--- config.mk ---
export PLATFORM = sky130hd
export DESIGN_NAME = video_axil_regs
export DESIGN_NICKNAME = d
export VERILOG_FILES = /design/src/hw/video_bus_pkg.sv /design/src/hw/video_pixel_pkg.sv /design/src/hw/video_axil_regs.sv
export VERILOG_INCLUDE_DIRS = /design/src /design/src/hw
export SDC_FILE = /design/constraint.sdc
export NUM_CORES = 1
export LEC_CHECK = 0
export ABC_AREA = 1
export ABC_CLOCK_PERIOD_IN_PS = 2800
export BUFFER_PORTS_ARGS = -buffer_cell sky130_fd_sc_hd__buf_4
export CORE_UTILIZATION = 51
export CTS_BUF_LIST = sky130_fd_sc_hd__clkbuf_16
export CTS_CLUSTER_SIZE = 20
export DETAILED_ROUTE_END_ITERATION = 8
export GPL_TIMING_DRIVEN = 0
export PLACE_DENSITY = 0.8
export SYNTH_ARGS = -nofsm -noshare
export SYNTH_HDL_FRONTEND = slang
export SYNTH_SLANG_ARGS = --single-unit
--- constraint.sdc ---
create_clock -name i_clock -period 2.8 [get_ports i_clock]
set_clock_uncertainty 0.15 [all_clocks]
set_input_delay 0.28 -clock i_clock [delete_from_list [all_inputs] [get_ports i_clock]]
set_output_delay 0.28 -clock i_clock [all_outputs]
set_load 0.01 [all_outputs]
--- src/hw/video_macros.svh ---
// Active area and register map; shrink the active size for short simulations, pitch <= 64 words.
`ifndef VIDEO_MACROS_SVH
`define VIDEO_MACROS_SVH

// ====================
// Screen geometry.
// ====================
`define VIDEO_ACTIVE_WIDTH 64
`define VIDEO_ACTIVE_HEIGHT 16

// Line buffer depth in 32-bit words.
`define VIDEO_MAX_PITCH_WORDS 64
`define VIDEO_PALETTE_SIZE 256

// ====================
// Control register byte offsets, palette window below 0x400.
// ====================
`define VIDEO_REG_READ_OFFSET 12'h400
`define VIDEO_REG_PITCH 12'h404
`define VIDEO_REG_SKIP_X 12'h408
`define VIDEO_REG_SKIP_Y 12'h40C
`define VIDEO_REG_USE_PALETTE 12'h410

`endif

--- src/hw/video_bus_pkg.sv ---
// CPU bus types; only OKAY and SLVERR responses are ever produced, addresses are 12-bit bytes.
package video_bus_pkg;

	// AXI4-Lite response codes.
	typedef enum logic [1:0] {
		AXIL_OKAY = 2'b00,
		AXIL_SLVERR = 2'b10
	} axil_resp_t;

	// Byte address inside the 4 KiB register space.
	typedef logic [11:0] reg_addr_t;

endpackage

--- src/hw/video_pixel_pkg.sv ---
// Pixel path types; line index width follows the line buffer depth in the macros header.
`include "video_macros.svh"

package video_pixel_pkg;

	localparam int LINE_INDEX_WIDTH = $clog2(`VIDEO_MAX_PITCH_WORDS);

	// Red in the upper byte.
	typedef logic [23:0] rgb_t;

	typedef logic [31:0] vram_word_t;

	typedef logic [7:0] pal_index_t;

	// Word slot inside the line buffer.
	typedef logic [LINE_INDEX_WIDTH-1:0] line_index_t;

	// Screen position, up to 2047.
	typedef logic [10:0] coord_t;

endpackage

--- src/hw/video_axil_regs.sv ---
// AXI4-Lite slave, one outstanding write and one outstanding read; palette is write-only.
`timescale 1ns/1ps
`include "video_macros.svh"

module video_axil_regs (
	input logic i_clock,
	input logic i_rst_n,
	input logic i_awvalid,
	input video_bus_pkg::reg_addr_t i_awaddr,
	output logic o_awready,
	input logic i_wvalid,
	input video_pixel_pkg::vram_word_t i_wdata,
	output logic o_wready,
	output logic o_bvalid,
	output video_bus_pkg::axil_resp_t o_bresp,
	input logic i_bready,
	input logic i_arvalid,
	input video_bus_pkg::reg_addr_t i_araddr,
	output logic o_arready,
	output logic o_rvalid,
	output video_pixel_pkg::vram_word_t o_rdata,
	output video_bus_pkg::axil_resp_t o_rresp,
	input logic i_rready,
	output logic o_pal_we,
	output video_pixel_pkg::pal_index_t o_pal_index,
	output video_pixel_pkg::rgb_t o_pal_color,
	output video_pixel_pkg::vram_word_t o_read_offset,
	output logic [$bits(video_pixel_pkg::line_index_t):0] o_pitch,
	output video_pixel_pkg::coord_t o_skip_x,
	output video_pixel_pkg::coord_t o_skip_y,
	output logic o_use_palette
);

	localparam int PITCH_W = $bits(video_pixel_pkg::line_index_t) + 1;

	logic ready_en;
	logic aw_held;
	logic w_held;
	video_bus_pkg::reg_addr_t aw_addr_q;
	video_pixel_pkg::vram_word_t w_data_q;
	logic commit;
	logic pal_window;
	video_pixel_pkg::vram_word_t rd_data_next;
	video_bus_pkg::axil_resp_t rd_resp_next;

	// ====================
	// Write channel.
	// ====================

	// Ready comes up one cycle after reset.
	assign o_awready = ready_en && !aw_held && !o_bvalid;
	assign o_wready = ready_en && !w_held && !o_bvalid;

	assign commit = aw_held && w_held;
	assign pal_window = (aw_addr_q[11:10] == 2'b00);

	assign o_pal_we = commit && pal_window;
	assign o_pal_index = aw_addr_q[9:2];
	assign o_pal_color = w_data_q[23:0];

	always_ff @(posedge i_clock) begin
		if (!i_rst_n) begin
			ready_en <= 1'b0;
			aw_held <= 1'b0;
			w_held <= 1'b0;
			o_bvalid <= 1'b0;
			o_bresp <= video_bus_pkg::AXIL_OKAY;
			o_read_offset <= '0;
			o_pitch <= PITCH_W'(`VIDEO_MAX_PITCH_WORDS);
			o_skip_x <= '0;
			o_skip_y <= '0;
			o_use_palette <= 1'b1;
		end else begin
			ready_en <= 1'b1;
			if (i_awvalid && o_awready) begin
				aw_held <= 1'b1;
				aw_addr_q <= i_awaddr;
			end
			if (i_wvalid && o_wready) begin
				w_held <= 1'b1;
				w_data_q <= i_wdata;
			end
			if (o_bvalid && i_bready) begin
				o_bvalid <= 1'b0;
			end
			if (commit) begin
				aw_held <= 1'b0;
				w_held <= 1'b0;
				o_bvalid <= 1'b1;
				o_bresp <= video_bus_pkg::AXIL_OKAY;
				if (!pal_window) begin
					case (aw_addr_q)
						`VIDEO_REG_READ_OFFSET: o_read_offset <= w_data_q;
						// Clip to the line buffer depth.
						`VIDEO_REG_PITCH: begin
							if (w_data_q > `VIDEO_MAX_PITCH_WORDS) begin
								o_pitch <= PITCH_W'(`VIDEO_MAX_PITCH_WORDS);
							end else begin
								o_pitch <= w_data_q[PITCH_W-1:0];
							end
						end
						`VIDEO_REG_SKIP_X: o_skip_x <= w_data_q[10:0];
						`VIDEO_REG_SKIP_Y: o_skip_y <= w_data_q[10:0];
						`VIDEO_REG_USE_PALETTE: o_use_palette <= w_data_q[0];
						default: o_bresp <= video_bus_pkg::AXIL_SLVERR;
					endcase
				end
			end
		end
	end

	// ====================
	// Read channel.
	// ====================

	assign o_arready = !o_rvalid;

	always_comb begin
		rd_data_next = '0;
		rd_resp_next = video_bus_pkg::AXIL_OKAY;
		case (i_araddr)
			`VIDEO_REG_READ_OFFSET: rd_data_next = o_read_offset;
			`VIDEO_REG_PITCH: rd_data_next = 32'(o_pitch);
			`VIDEO_REG_SKIP_X: rd_data_next = 32'(o_skip_x);
			`VIDEO_REG_SKIP_Y: rd_data_next = 32'(o_skip_y);
			`VIDEO_REG_USE_PALETTE: rd_data_next = 32'(o_use_palette);
			// Palette window and holes.
			default: rd_resp_next = video_bus_pkg::AXIL_SLVERR;
		endcase
	end

	always_ff @(posedge i_clock) begin
		if (!i_rst_n) begin
			o_rvalid <= 1'b0;
		end else begin
			if (i_arvalid && o_arready) begin
				o_rvalid <= 1'b1;
				o_rdata <= rd_data_next;
				o_rresp <= rd_resp_next;
			end else if (o_rvalid && i_rready) begin
				o_rvalid <= 1'b0;
			end
		end
	end

endmodule

==> impl_results.md, run 1 <==
- Max cap viols: 0
- Sequential share of the synthesized area: 58.5%
- M1 wire length: about 7000 µm
- Synth top area share: 36.8%
- I/O Buffers: approximately 200
- Nets: around 1000
- WL final: 17200 µm
- First-pass GRT wire length: around 27000 µm
- Crit-path max cell delay: about 0.80 ns
- Reg power frac: approximately half
- Post-cts sizing count: 0
- Area Overhead vs Synth: 42.2%
- WS Path Type: in2reg
- Top cells by area, synth: edfxtp_1 (37%), dfxtp_1 (22%), nor2_1 (9.1%)
- Io pins: 199
- Clk pwr share: 41.8%
- Initial DRT Pass Iterations: 7
- TritonCTS clock tree: yes
- Vias in the first global route: roughly 5500
- NetSw: around 970 µW
- # rows: 40
- Avg Cell Area, Syn: slightly below 9 µm²
- Clock Latency Late Sink: 0.42 ns
- Yosys warnings: 0
- Clock-pin transition on the worst setup and hold timing paths: approximately 0.05 ns
- Root buffer cell: clkbuf_16
- Tot GR Track Use: approximately 28%
- Post-CTS Setup Inserts: 0
- Post-Syn Instances: between 700 and 800
- CORE AREA: 12000 µm²
- Switching Share: ~21%
- Die Height: between 100 and 150 µm
- Status: complete, no violations
- Crit path cell chain: dlygate4sd3_1 -> buf_4 -> clkbuf_1 -> inv_1 -> nor2_4
- Htree depth: 4
- Critical Path RT: about 2.7 ns
- Area of the multi-input gates: between 1500 and 2000 µm²
- Post-synth EDFFs: between 70 and 80
- Max Clk Rate: 401 MHz
- Die area: 12800 µm²
- Final setup fails: 0
- Vias/cell: 4.88
- CTS buffer count: 17
- Async S/R FF share, synth: 0%
- Worst slew pin tran: 0.947 ns
- Initial antenna violation count: 0
- Ant. Diodes: 0
- Clock sink count: 145
- Worst path bufs/invs: 4
- Slew headroom: roughly 37%
- Initial Util: between 50% and 60%
- Pint: 3.53 mW
- Hold Path Class: in2reg
- # DRC: 0
- Grt ovf: 0
- Maximum vdd drop: a little under 0.4 mV
- Fin Setup TNS: 0 ns
- Fillers: slightly below 900
- Syn Std Cell Area: 6280 µm²
- Crit share post-route: between 80% and 90%
- Met2 wire len: between 8000 and 9000 µm
- FF+latch area: between 3000 and 4000 µm²
- Cell family with most CP delay: buffers and inverters
- DP Cell Count: about 1100
- Max Used Layer: met4
- Slowest-stage cell, CP: nor2_4
- Final hold violations: 0
- Post-route ant nets: 0
- Via count: around 5600
- Leakage power: around 4.2 nW
- Initial DRC count: roughly 370
- Pwr Density: 504 nW/µm²
- CP max FO: 32
- Gpl congestion: ~0.87
- Met3 wire length: roughly 1100 µm
- Largest area contributor in the netlist: edfxtp_1
- Pin count of the biggest net entering global routing: 33
- Layout cells sized above 1: between 20% and 30%
- Slew Limit Fails: 0
- Crit. End Element: flop
- Die W: between 100 and 150 µm
- DPL Wire Length: ~11000 µm
- CP startpoint kind: input port
- Finished Layout Cells: between 1000 and 1500
- CTS max path bufs: 2
- Avg WL per Cell: ~15 µm
- CP Data Arrival Time: 2.39 ns
- RSZ-0062 raised after global routing: no
- Comb power frac: approximately 6.8%
- Predominant post-synthesis flop cell: edfxtp_1
- Flops & latches, synth: approximately 150
- Post-route minimum period: ~2.5 ns
- Yosys cell types: 31
[through the flow]
stage / utilization [%] / area, µm² / hold WS, ns / power [mW] / worst slack, ns
2_1_floorplan: - / 6280 / 0.158 / 2.45 / 0.0284
3_3_place_gp: 66.1 / 7940 / 0.246 / 2.59 / -0.955
3_5_place_dp: 66.4 / 7970 / 0.245 / 2.60 / 0.452
4_1_cts: 74.3 / 8920 / 0.0144 / 4.50 / 0.328
5_1_grt: 74.3 / 8920 / 0.0803 / 4.62 / 0.127
6_report: 74.3 / 8920 / 0.0472 / 4.50 / 0.303
[flip-flops by register name, indices dropped and copies added, names as in the netlist]
register	cells
w_held	1
o_rvalid	1
o_rdata	32
aw_addr_q	12
o_pitch	7
o_skip_y	11
w_data_q	32
o_bvalid	1
o_rresp	1
o_use_palette	1
aw_held	1
o_skip_x	11
o_bresp	1
ready_en	1
o_read_offset	32
[area by class of cell]
type	count	area share, %
timing repair buffer	244	22.0
inverter	106	4.46
sequential	145	41.2
buffer	58	4.39
multi-input combinational	408	20.5
tap	147	2.06
clock buffer	17	4.77
clock inverter	15	0.631
[worst paths after layout]
kind | slack, ns | to | depth (start not counted) | startpoint
hold reg to reg | 0.33 | o_bresp[1] | 2 | o_bresp[1]
setup / recovery | 0.30 | w_data_q[6] | 5 | i_rst_n
hold / removal | 0.05 | aw_held | 5 | i_awvalid
setup reg to reg | 0.72 | w_data_q[6] | 3 | w_held
[worst register-to-register path, delay by kind of cell, from the launching register on]
family           cells  cell delay [ns]
flip-flops           1             0.35
AND/OR/NAND/NOR      3             1.19
[cells by family (layout without fill, tap and decap cells)]
family,count (synthesis),count (layout),share of synthesized area (%)
simple gates,365,365,25.4
compound gates,41,41,3.47
flops,145,145,58.5
buf+inv,164,440,12.6
other cells,1,2,0.0598
[synthesized netlist by cell type (2+ instances only)]
library cell,n
inv_1,103
buf_6,3
a21oi_1,10
o211ai_1,5
nand3b_1,2
o21ai_0,4
nand3_2,6
buf_4,35
nor2_1,152
nor2_4,2
nor3_1,8
inv_2,3
nand4_1,12
o21ai_1,22
edfxtp_1,77
nor3_2,4
buf_2,16
nand3_1,37
clkbuf_1,4
dfxtp_1,68
nand2_1,133
[repair_timing]
item / in CTS / in global routing
hold buffers: 47 / 0
setup endpoints to repair: 0 / 0
endpoints found under the hold margin: 47 / 0
[per-layer routing]
layer | up-vias | global-route usage [%]
li1 | 2745 | -
met3 | 45 | 7.18
met4 | 0 | 13.5
met5 | - | 0
met1 | 2547 | 32.4
met2 | 227 | 48.3
[power groups by stage]
| stage | Clock (mW) | Combinational (mW) | Sequential [mW] |
|---|---|---|---|
| CTS | 1.89 | 0.300 | 2.31 |
| detailed placement | 0 | 0.247 | 2.35 |
| finish | 1.88 | 0.306 | 2.31 |
| floorplan | 0 | 0.0962 | 2.35 |
| global placement | 0 | 0.236 | 2.35 |
| global route | 1.98 | 0.327 | 2.31 |
[layout by cell type (no fill, tap or decap), types with 5 or more instances in the layout]
cell type / count
nand3_2: 6
nor3_1: 8
inv_1: 113
nor2_1: 150
dlygate4sd3_1: 47
o21ai_1: 22
edfxtp_1: 77
inv_2: 5
buf_2: 16
nand3_1: 37
o211ai_1: 5
clkbuf_16: 17
a21oi_1: 10
buf_4: 231
nand4_1: 12
dfxtp_1: 68
nand2_1: 133
(Power assumes the default switching activity.)
==> run 2: changes to the inputs <==
--- a/config.mk
+++ b/config.mk
@@ -7,14 +7,16 @@
 export NUM_CORES = 1
 export LEC_CHECK = 0
 export ABC_AREA = 1
-export ABC_CLOCK_PERIOD_IN_PS = 2800
+export ABC_CLOCK_PERIOD_IN_PS = 2550
 export BUFFER_PORTS_ARGS = -buffer_cell sky130_fd_sc_hd__buf_4
-export CORE_UTILIZATION = 51
+export CELL_PAD_IN_SITES_DETAIL_PLACEMENT = 2
+export CELL_PAD_IN_SITES_GLOBAL_PLACEMENT = 2
+export CORE_UTILIZATION = 29
 export CTS_BUF_LIST = sky130_fd_sc_hd__clkbuf_16
 export CTS_CLUSTER_SIZE = 20
 export DETAILED_ROUTE_END_ITERATION = 8
 export GPL_TIMING_DRIVEN = 0
-export PLACE_DENSITY = 0.8
+export PLACE_DENSITY_LB_ADDON = 0.1
 export SYNTH_ARGS = -nofsm -noshare
 export SYNTH_HDL_FRONTEND = slang
 export SYNTH_SLANG_ARGS = --single-unit
==> constraint.sdc (replaced) <==
create_clock -name i_clock -period 2.55 [get_ports i_clock]
set_clock_uncertainty 0.15 [all_clocks]
set_input_delay 0.255 -clock i_clock [delete_from_list [all_inputs] [get_ports i_clock]]
set_output_delay 0.255 -clock i_clock [all_outputs]
set_load 0.01 [all_outputs]
==> run 2 against run 1 <==
Effect of this change:
- sequential share of layout area down 1.3 points
- count of clock-buffer cells in the layout is the same
- utilization is 31 points lower
- worst setup slack improved by 0.16 ns
- non-clock buffer count increased by 1
- final cell count increased by 11%
- critical path depth decreased by 2
- hold slack gained 0.0057 ns
- cell area grew 3.3%
- highest routed layer unchanged
==> impl_results.md, run 2 (synthesized netlist as in run 1, its figures left out) <==
- Clock Latency Late Sink: between 0.4 and 0.5 ns
- Htree depth: 4
- Vias in the first global route: 6420
- Die Height: between 100 and 150 µm
- Post-cts sizing count: 0
- First-pass GRT wire length: roughly 36000 µm
- Avg WL per Cell: 18.3 µm
- Top flop regs: o_rdata x32, o_read_offset x32, w_data_q x32
- Die W: 149 µm
- Tot GR Track Use: between 20% and 30%
- Min-delay src: i_arvalid
- Post-route ant nets: 0
- Initial DRT Pass Iterations: 4
- Io pins: roughly 200
- Pin count of the biggest net entering global routing: 28
- Slowest-stage cell, CP: nor2_1
- Comb power frac: ~6.5%
- CP startpoint kind: flop
- Critical Path RT: 2.44 ns
- Maximum vdd drop: about 0.43 mV
- Reg2reg path depth: 3
- Clock-pin transition on the worst setup and hold timing paths: about 0.06 ns
- Most common cell after layout, fill and taps aside: buf_4
- Slew headroom: a little under a third
- Crit-path max cell delay: just under 0.8 ns
- Initial antenna violation count: 1
- Reg power frac: between 40% and 50%
- Grt ovf: 0
- Clock sink count: 145
- CP max FO: 12
- WL final: ~23000 µm
- Clk pwr share: between 40% and 50%
- R2R setup slack: 0.46 ns
- Post-route minimum period: roughly 2.1 ns
- Crit share post-route: ~80%
- Post-CTS Setup Inserts: 0
- Worst hold path depth: 3
- # rows: 53
- Via count: between 5000 and 6000
- CORE AREA: roughly 21000 µm²
- Initial Util: between 20% and 30%
- Hold Path Class: in2reg
- Pint: 4.14 mW
- Leakage power: 4.21 nW
- DPL Wire Length: roughly 17000 µm
- Area Overhead vs Synth: 46.9%
- Switching Share: 23.4%
- I/O Buffers: between 150 and 200
- CTS buffer count: 17
- Final total power: between 5 and 6 mW
- TritonCTS clock tree: yes
- Slew Limit Fails: 0
- Pwr Density: approximately 590 nW/µm²
- WS Path Type: reg2reg
- Fin Hold WS: about 0.053 ns
- Gpl congestion: 0.755
- Crit path cell chain: nor3_1 -> nand2_1 -> nor2_1
- DP Cell Count: 1190
- Max Clk Rate: around 480 MHz
- # DRC: 0
- Crit. End Element: flop
- Layout cells sized above 1: roughly 30%
- Vias/cell: ~4.5
- Final hold violations: 0
- Finished Layout Cells: 1270
- Root buffer cell: clkbuf_16
- Worst r2r src: aw_held
- Initial DRC count: roughly 190
- Cts hold-fix bufs: between 40 and 50
- CP Data Arrival Time: a little under 2 ns
- Die area: ~22000 µm²
- CTS max path bufs: 2
- Most frequent cells in the layout: buf_4 (231), nor2_1 (150), nand2_1 (133)
- Max cap viols: 0
- RSZ-0062 raised after global routing: no
- Hold Path End: o_rvalid
- RR Endpoint: aw_addr_q[3]
- Worst slew pin tran: a little over 1 ns
- NetSw: about 1.3 mW
- Final setup fails: 0
- Nets: about 1000
- Status: complete, no violations
==> run 2: metal layers <==
layer	wire length, µm	share of wire [%]	GRT usage [%]	vias to the layer above
met3	874	3.8	4.43	16
li1	-	-	-	2756
met5	0	0	0	-
met2	12200	53	39.7	127
met1	9880	43	25.7	2834
met4	219	0.94	5.77	0
==> run 2: how the worst max path moves through the flow <==
stage | cells past startpoint | from | slack [ns] | end
5_1_grt | 3 | aw_held | 0.35 | aw_addr_q[1]
2_1_floorplan | 3 | o_bvalid | 0.29 | w_data_q[0]
3_5_place_dp | 4 | i_rst_n | 0.02 | aw_addr_q[2]
6_report | 3 | aw_held | 0.46 | aw_addr_q[3]
3_3_place_gp | 4 | i_rst_n | -0.85 | o_rdata[1]
4_1_cts | 3 | aw_held | 0.45 | aw_addr_q[3]
==> run 2: power groups by stage <==
stage / Clock (mW) / Sequential [mW] / Combinational (mW)
after floorplan: 0 / 2.58 / 0.107
after global placement: 0 / 2.59 / 0.272
after detailed placement: 0 / 2.59 / 0.293
after CTS: 2.57 / 2.53 / 0.355
after global routing: 2.66 / 2.54 / 0.381
final: 2.53 / 2.53 / 0.354
==> run 2: layout make-up <==
class | count | area, µm²
clock buffers | 17 | 425
inverters | 106 | 398
fillers | 2346 | 11900
well taps | 275 | 344
flip-flops and latches | 145 | 3670
repair buffers | 245 | 1990
clock inverters | 15 | 160
plain buffers | 58 | 392
multi-input cells | 408 | 1830
diodes | 1 | 2.50
==> run 2: worst max-delay path: cells and delay by family (launching register included) <==
kind / cells / cell delay (ns)
flops: 1 / 0.34
simple gates: 3 / 1.22
==> run 2: metrics by stage <==
stage	setup WS [ns]	utilization, %	TNS (ns)	area (µm²)
after floorplan	0.292	-	0	6280
after global placement	-0.855	38.4	-43.97	8100
after detailed placement	0.0249	38.7	0	8160
after CTS	0.447	43.7	0	9210
after global routing	0.345	43.7	0	9210
final	0.463	43.7	0	9220
==> run 3: changes to the inputs <==
--- a/config.mk
+++ b/config.mk
@@ -7,7 +7,7 @@
 export NUM_CORES = 1
 export LEC_CHECK = 0
 export ABC_AREA = 1
-export ABC_CLOCK_PERIOD_IN_PS = 2550
+export ABC_CLOCK_PERIOD_IN_PS = 2100
 export BUFFER_PORTS_ARGS = -buffer_cell sky130_fd_sc_hd__buf_4
 export CELL_PAD_IN_SITES_DETAIL_PLACEMENT = 2
 export CELL_PAD_IN_SITES_GLOBAL_PLACEMENT = 2
==> constraint.sdc (replaced) <==
create_clock -name i_clock -period 2.1 [get_ports i_clock]
set_clock_uncertainty 0.15 [all_clocks]
set_input_delay 0.21 -clock i_clock [delete_from_list [all_inputs] [get_ports i_clock]]
set_output_delay 0.21 -clock i_clock [all_outputs]
set_load 0.01 [all_outputs]
==> run 3 against run 2 <==
Effect of this change:
- count of clock-buffer cells in the layout is the same
- final cell count is essentially flat
- cell area grew 0.20%
- non-clock buffer count grew 1
- critical endpoint is now o_pitch[2]
- sequential share of layout area shrank 0.081 points
- global-route usage grew 0.061 points
- first-iteration DRC count shrank 39%
- critical path depth grew 4
- die area is the same
==> impl_results.md, run 3 (synthesized netlist as in run 1, its figures left out) <==
- Post-DP Area: a little over 8000 µm²
- Status: complete, no violations
- Slew Limit Fails: 0
- Clock sink count: between 100 and 150
- Vias/cell: between 4 and 5
- I/O Buffers: about 200
- Avg WL per Cell: 18.4 µm
- Post-route cell area: just over 9000 µm²
- Via count: between 5000 and 6000
- Die Height: 149 µm
- Post-route ant nets: 0
- Post-route minimum period: ~1.9 ns
- CP Data Arrival Time: 2.09 ns
- Htree depth: 4
- Vias in the first global route: roughly 6500
- Fin Hold WS: 0.111 ns
- Final setup fails: 0
- Clock-pin transition on the worst setup and hold timing paths: roughly 0.07 ns
- CORE AREA: around 21000 µm²
- Root buffer cell: clkbuf_16
- Pint: between 5 and 6 mW
- Initial DRT Pass Iterations: 4
- Die W: approximately 150 µm
- Hold Path Class: in2reg
- Top flop regs: o_rdata x32, o_read_offset x32, w_data_q x32
- Leakage power: about 4.2 nW
- Post-CTS Setup Inserts: 0
- Nets: about 1000
- Grt ovf: 0
- Initial DRC count: about 120
- # rows: 53
- Crit. End Element: flop
- First-pass GRT wire length: between 30000 and 40000 µm
- WS Path Type: reg2reg
- Area Overhead vs Synth: 47.1%
- Max Clk Rate: 528 MHz
- TritonCTS clock tree: yes
- NetSw: ~1.6 mW
- Comb power frac: 6.5%
- WL final: 23300 µm
- Slew headroom: between 50% and 60%
- Critical Path RT: between 2 and 2.5 ns
- CP max FO: 6
- Tot GR Track Use: 21.8%
- CTS buffer count: 17
- Initial antenna violation count: 0
- # DRC: 0
- Pin count of the biggest net entering global routing: 25
- CP startpoint kind: flop
- Reg power frac: around 46%
- CTS max path bufs: 2
- Clk pwr share: 47.1%
- Pwr Density: 718 nW/µm²
- Initial Util: between 20% and 30%
- Layout cells sized above 1: a little under a third
- Crit share post-route: 90.2%
- Io pins: slightly below 200
- Most common cell after layout, fill and taps aside: buf_4
- Switching Share: a little under a quarter
- Gpl congestion: between 0.7 and 0.8
- Most frequent cells in the layout: buf_4 (231), nor2_1 (149), nand2_1 (133)
- Final hold violations: 0
- Maximum vdd drop: 0.515 mV
- Worst slew pin tran: between 0.6 and 0.7 ns
- Die area: 22200 µm²
- Ant. Diodes: 0
- DPL Wire Length: 16900 µm
- Clock Latency Late Sink: about 0.43 ns
- RSZ-0062 raised after global routing: no
- Max cap viols: 0
==> run 3: critical path: stages, from the launching register on <==
cell and delay (ns):
edfxtp_1 0.43, nor2_1 0.25, nand2_1 0.08, nor2_1 0.12
nand2_1 0.10, nor2_1 0.35, nand3_1 0.13, a21oi_1 0.18
==> run 3: per-stage QoR <==
stage / utilization (%) / worst slack, ns / setup TNS, ns / cells / power [mW]
after global routing: 43.8 / 0.0709 / 0 / 1271 / 6.86
after detailed placement: 38.6 / -0.455 / -22.31 / 1189 / 3.49
after CTS: 43.8 / 0.00708 / 0 / 1271 / 6.71
after global placement: 38.4 / -1.29 / -57.37 / 1188 / 3.47
after floorplan: - / 0.0562 / 0 / 717 / 3.26
final: 43.8 / 0.206 / 0 / 1271 / 6.63
==> run 3: repair_timing <==
action,CTS,global route
endpoints found under the setup margin,32,12
resized for setup,1,1
hold endpoints to repair,48,0
hold buffers,49,0
cloned,1,0
==> run 3: worst paths after layout <==
check                                   to  slack (ns)          from  cells past startpoint
worst min-delay path                w_held        0.11      i_wvalid                      5
worst max register to register  o_pitch[2]        0.21  w_data_q[16]                      7
worst min register to register  o_bresp[1]        0.31    o_bresp[1]                      2
worst max-delay path            o_pitch[2]        0.21  w_data_q[16]                      7
==> run 3: layout make-up <==
| type | count | area (µm²) |
|---|---|---|
| sequential | 145 | 3670 |
| timing repair buffer | 246 | 1980 |
| clock buffer | 17 | 425 |
| multi-input combinational | 409 | 1850 |
| inverter | 106 | 398 |
| clock inverter | 15 | 175 |
| buffer | 58 | 392 |
| fill | 2340 | 11900 |
| tap | 275 | 344 |
==> run 3: power by group through the flow <==
stage,clock network (mW),registers [mW],logic [mW]
after floorplan,0,3.13,0.131
after global placement,0,3.14,0.332
after detailed placement,0,3.14,0.352
after CTS,3.20,3.08,0.432
after global routing,3.31,3.08,0.464
final,3.13,3.08,0.430
==> run 3: layer usage <==
metal	vias to the layer above	part of all wire, %	track usage [%]
met5	-	0	0
li1	2757	-	-
met1	2815	41	24.7
met4	0	1.7	7.45
met3	26	4.3	4.59
met2	149	53	40.2
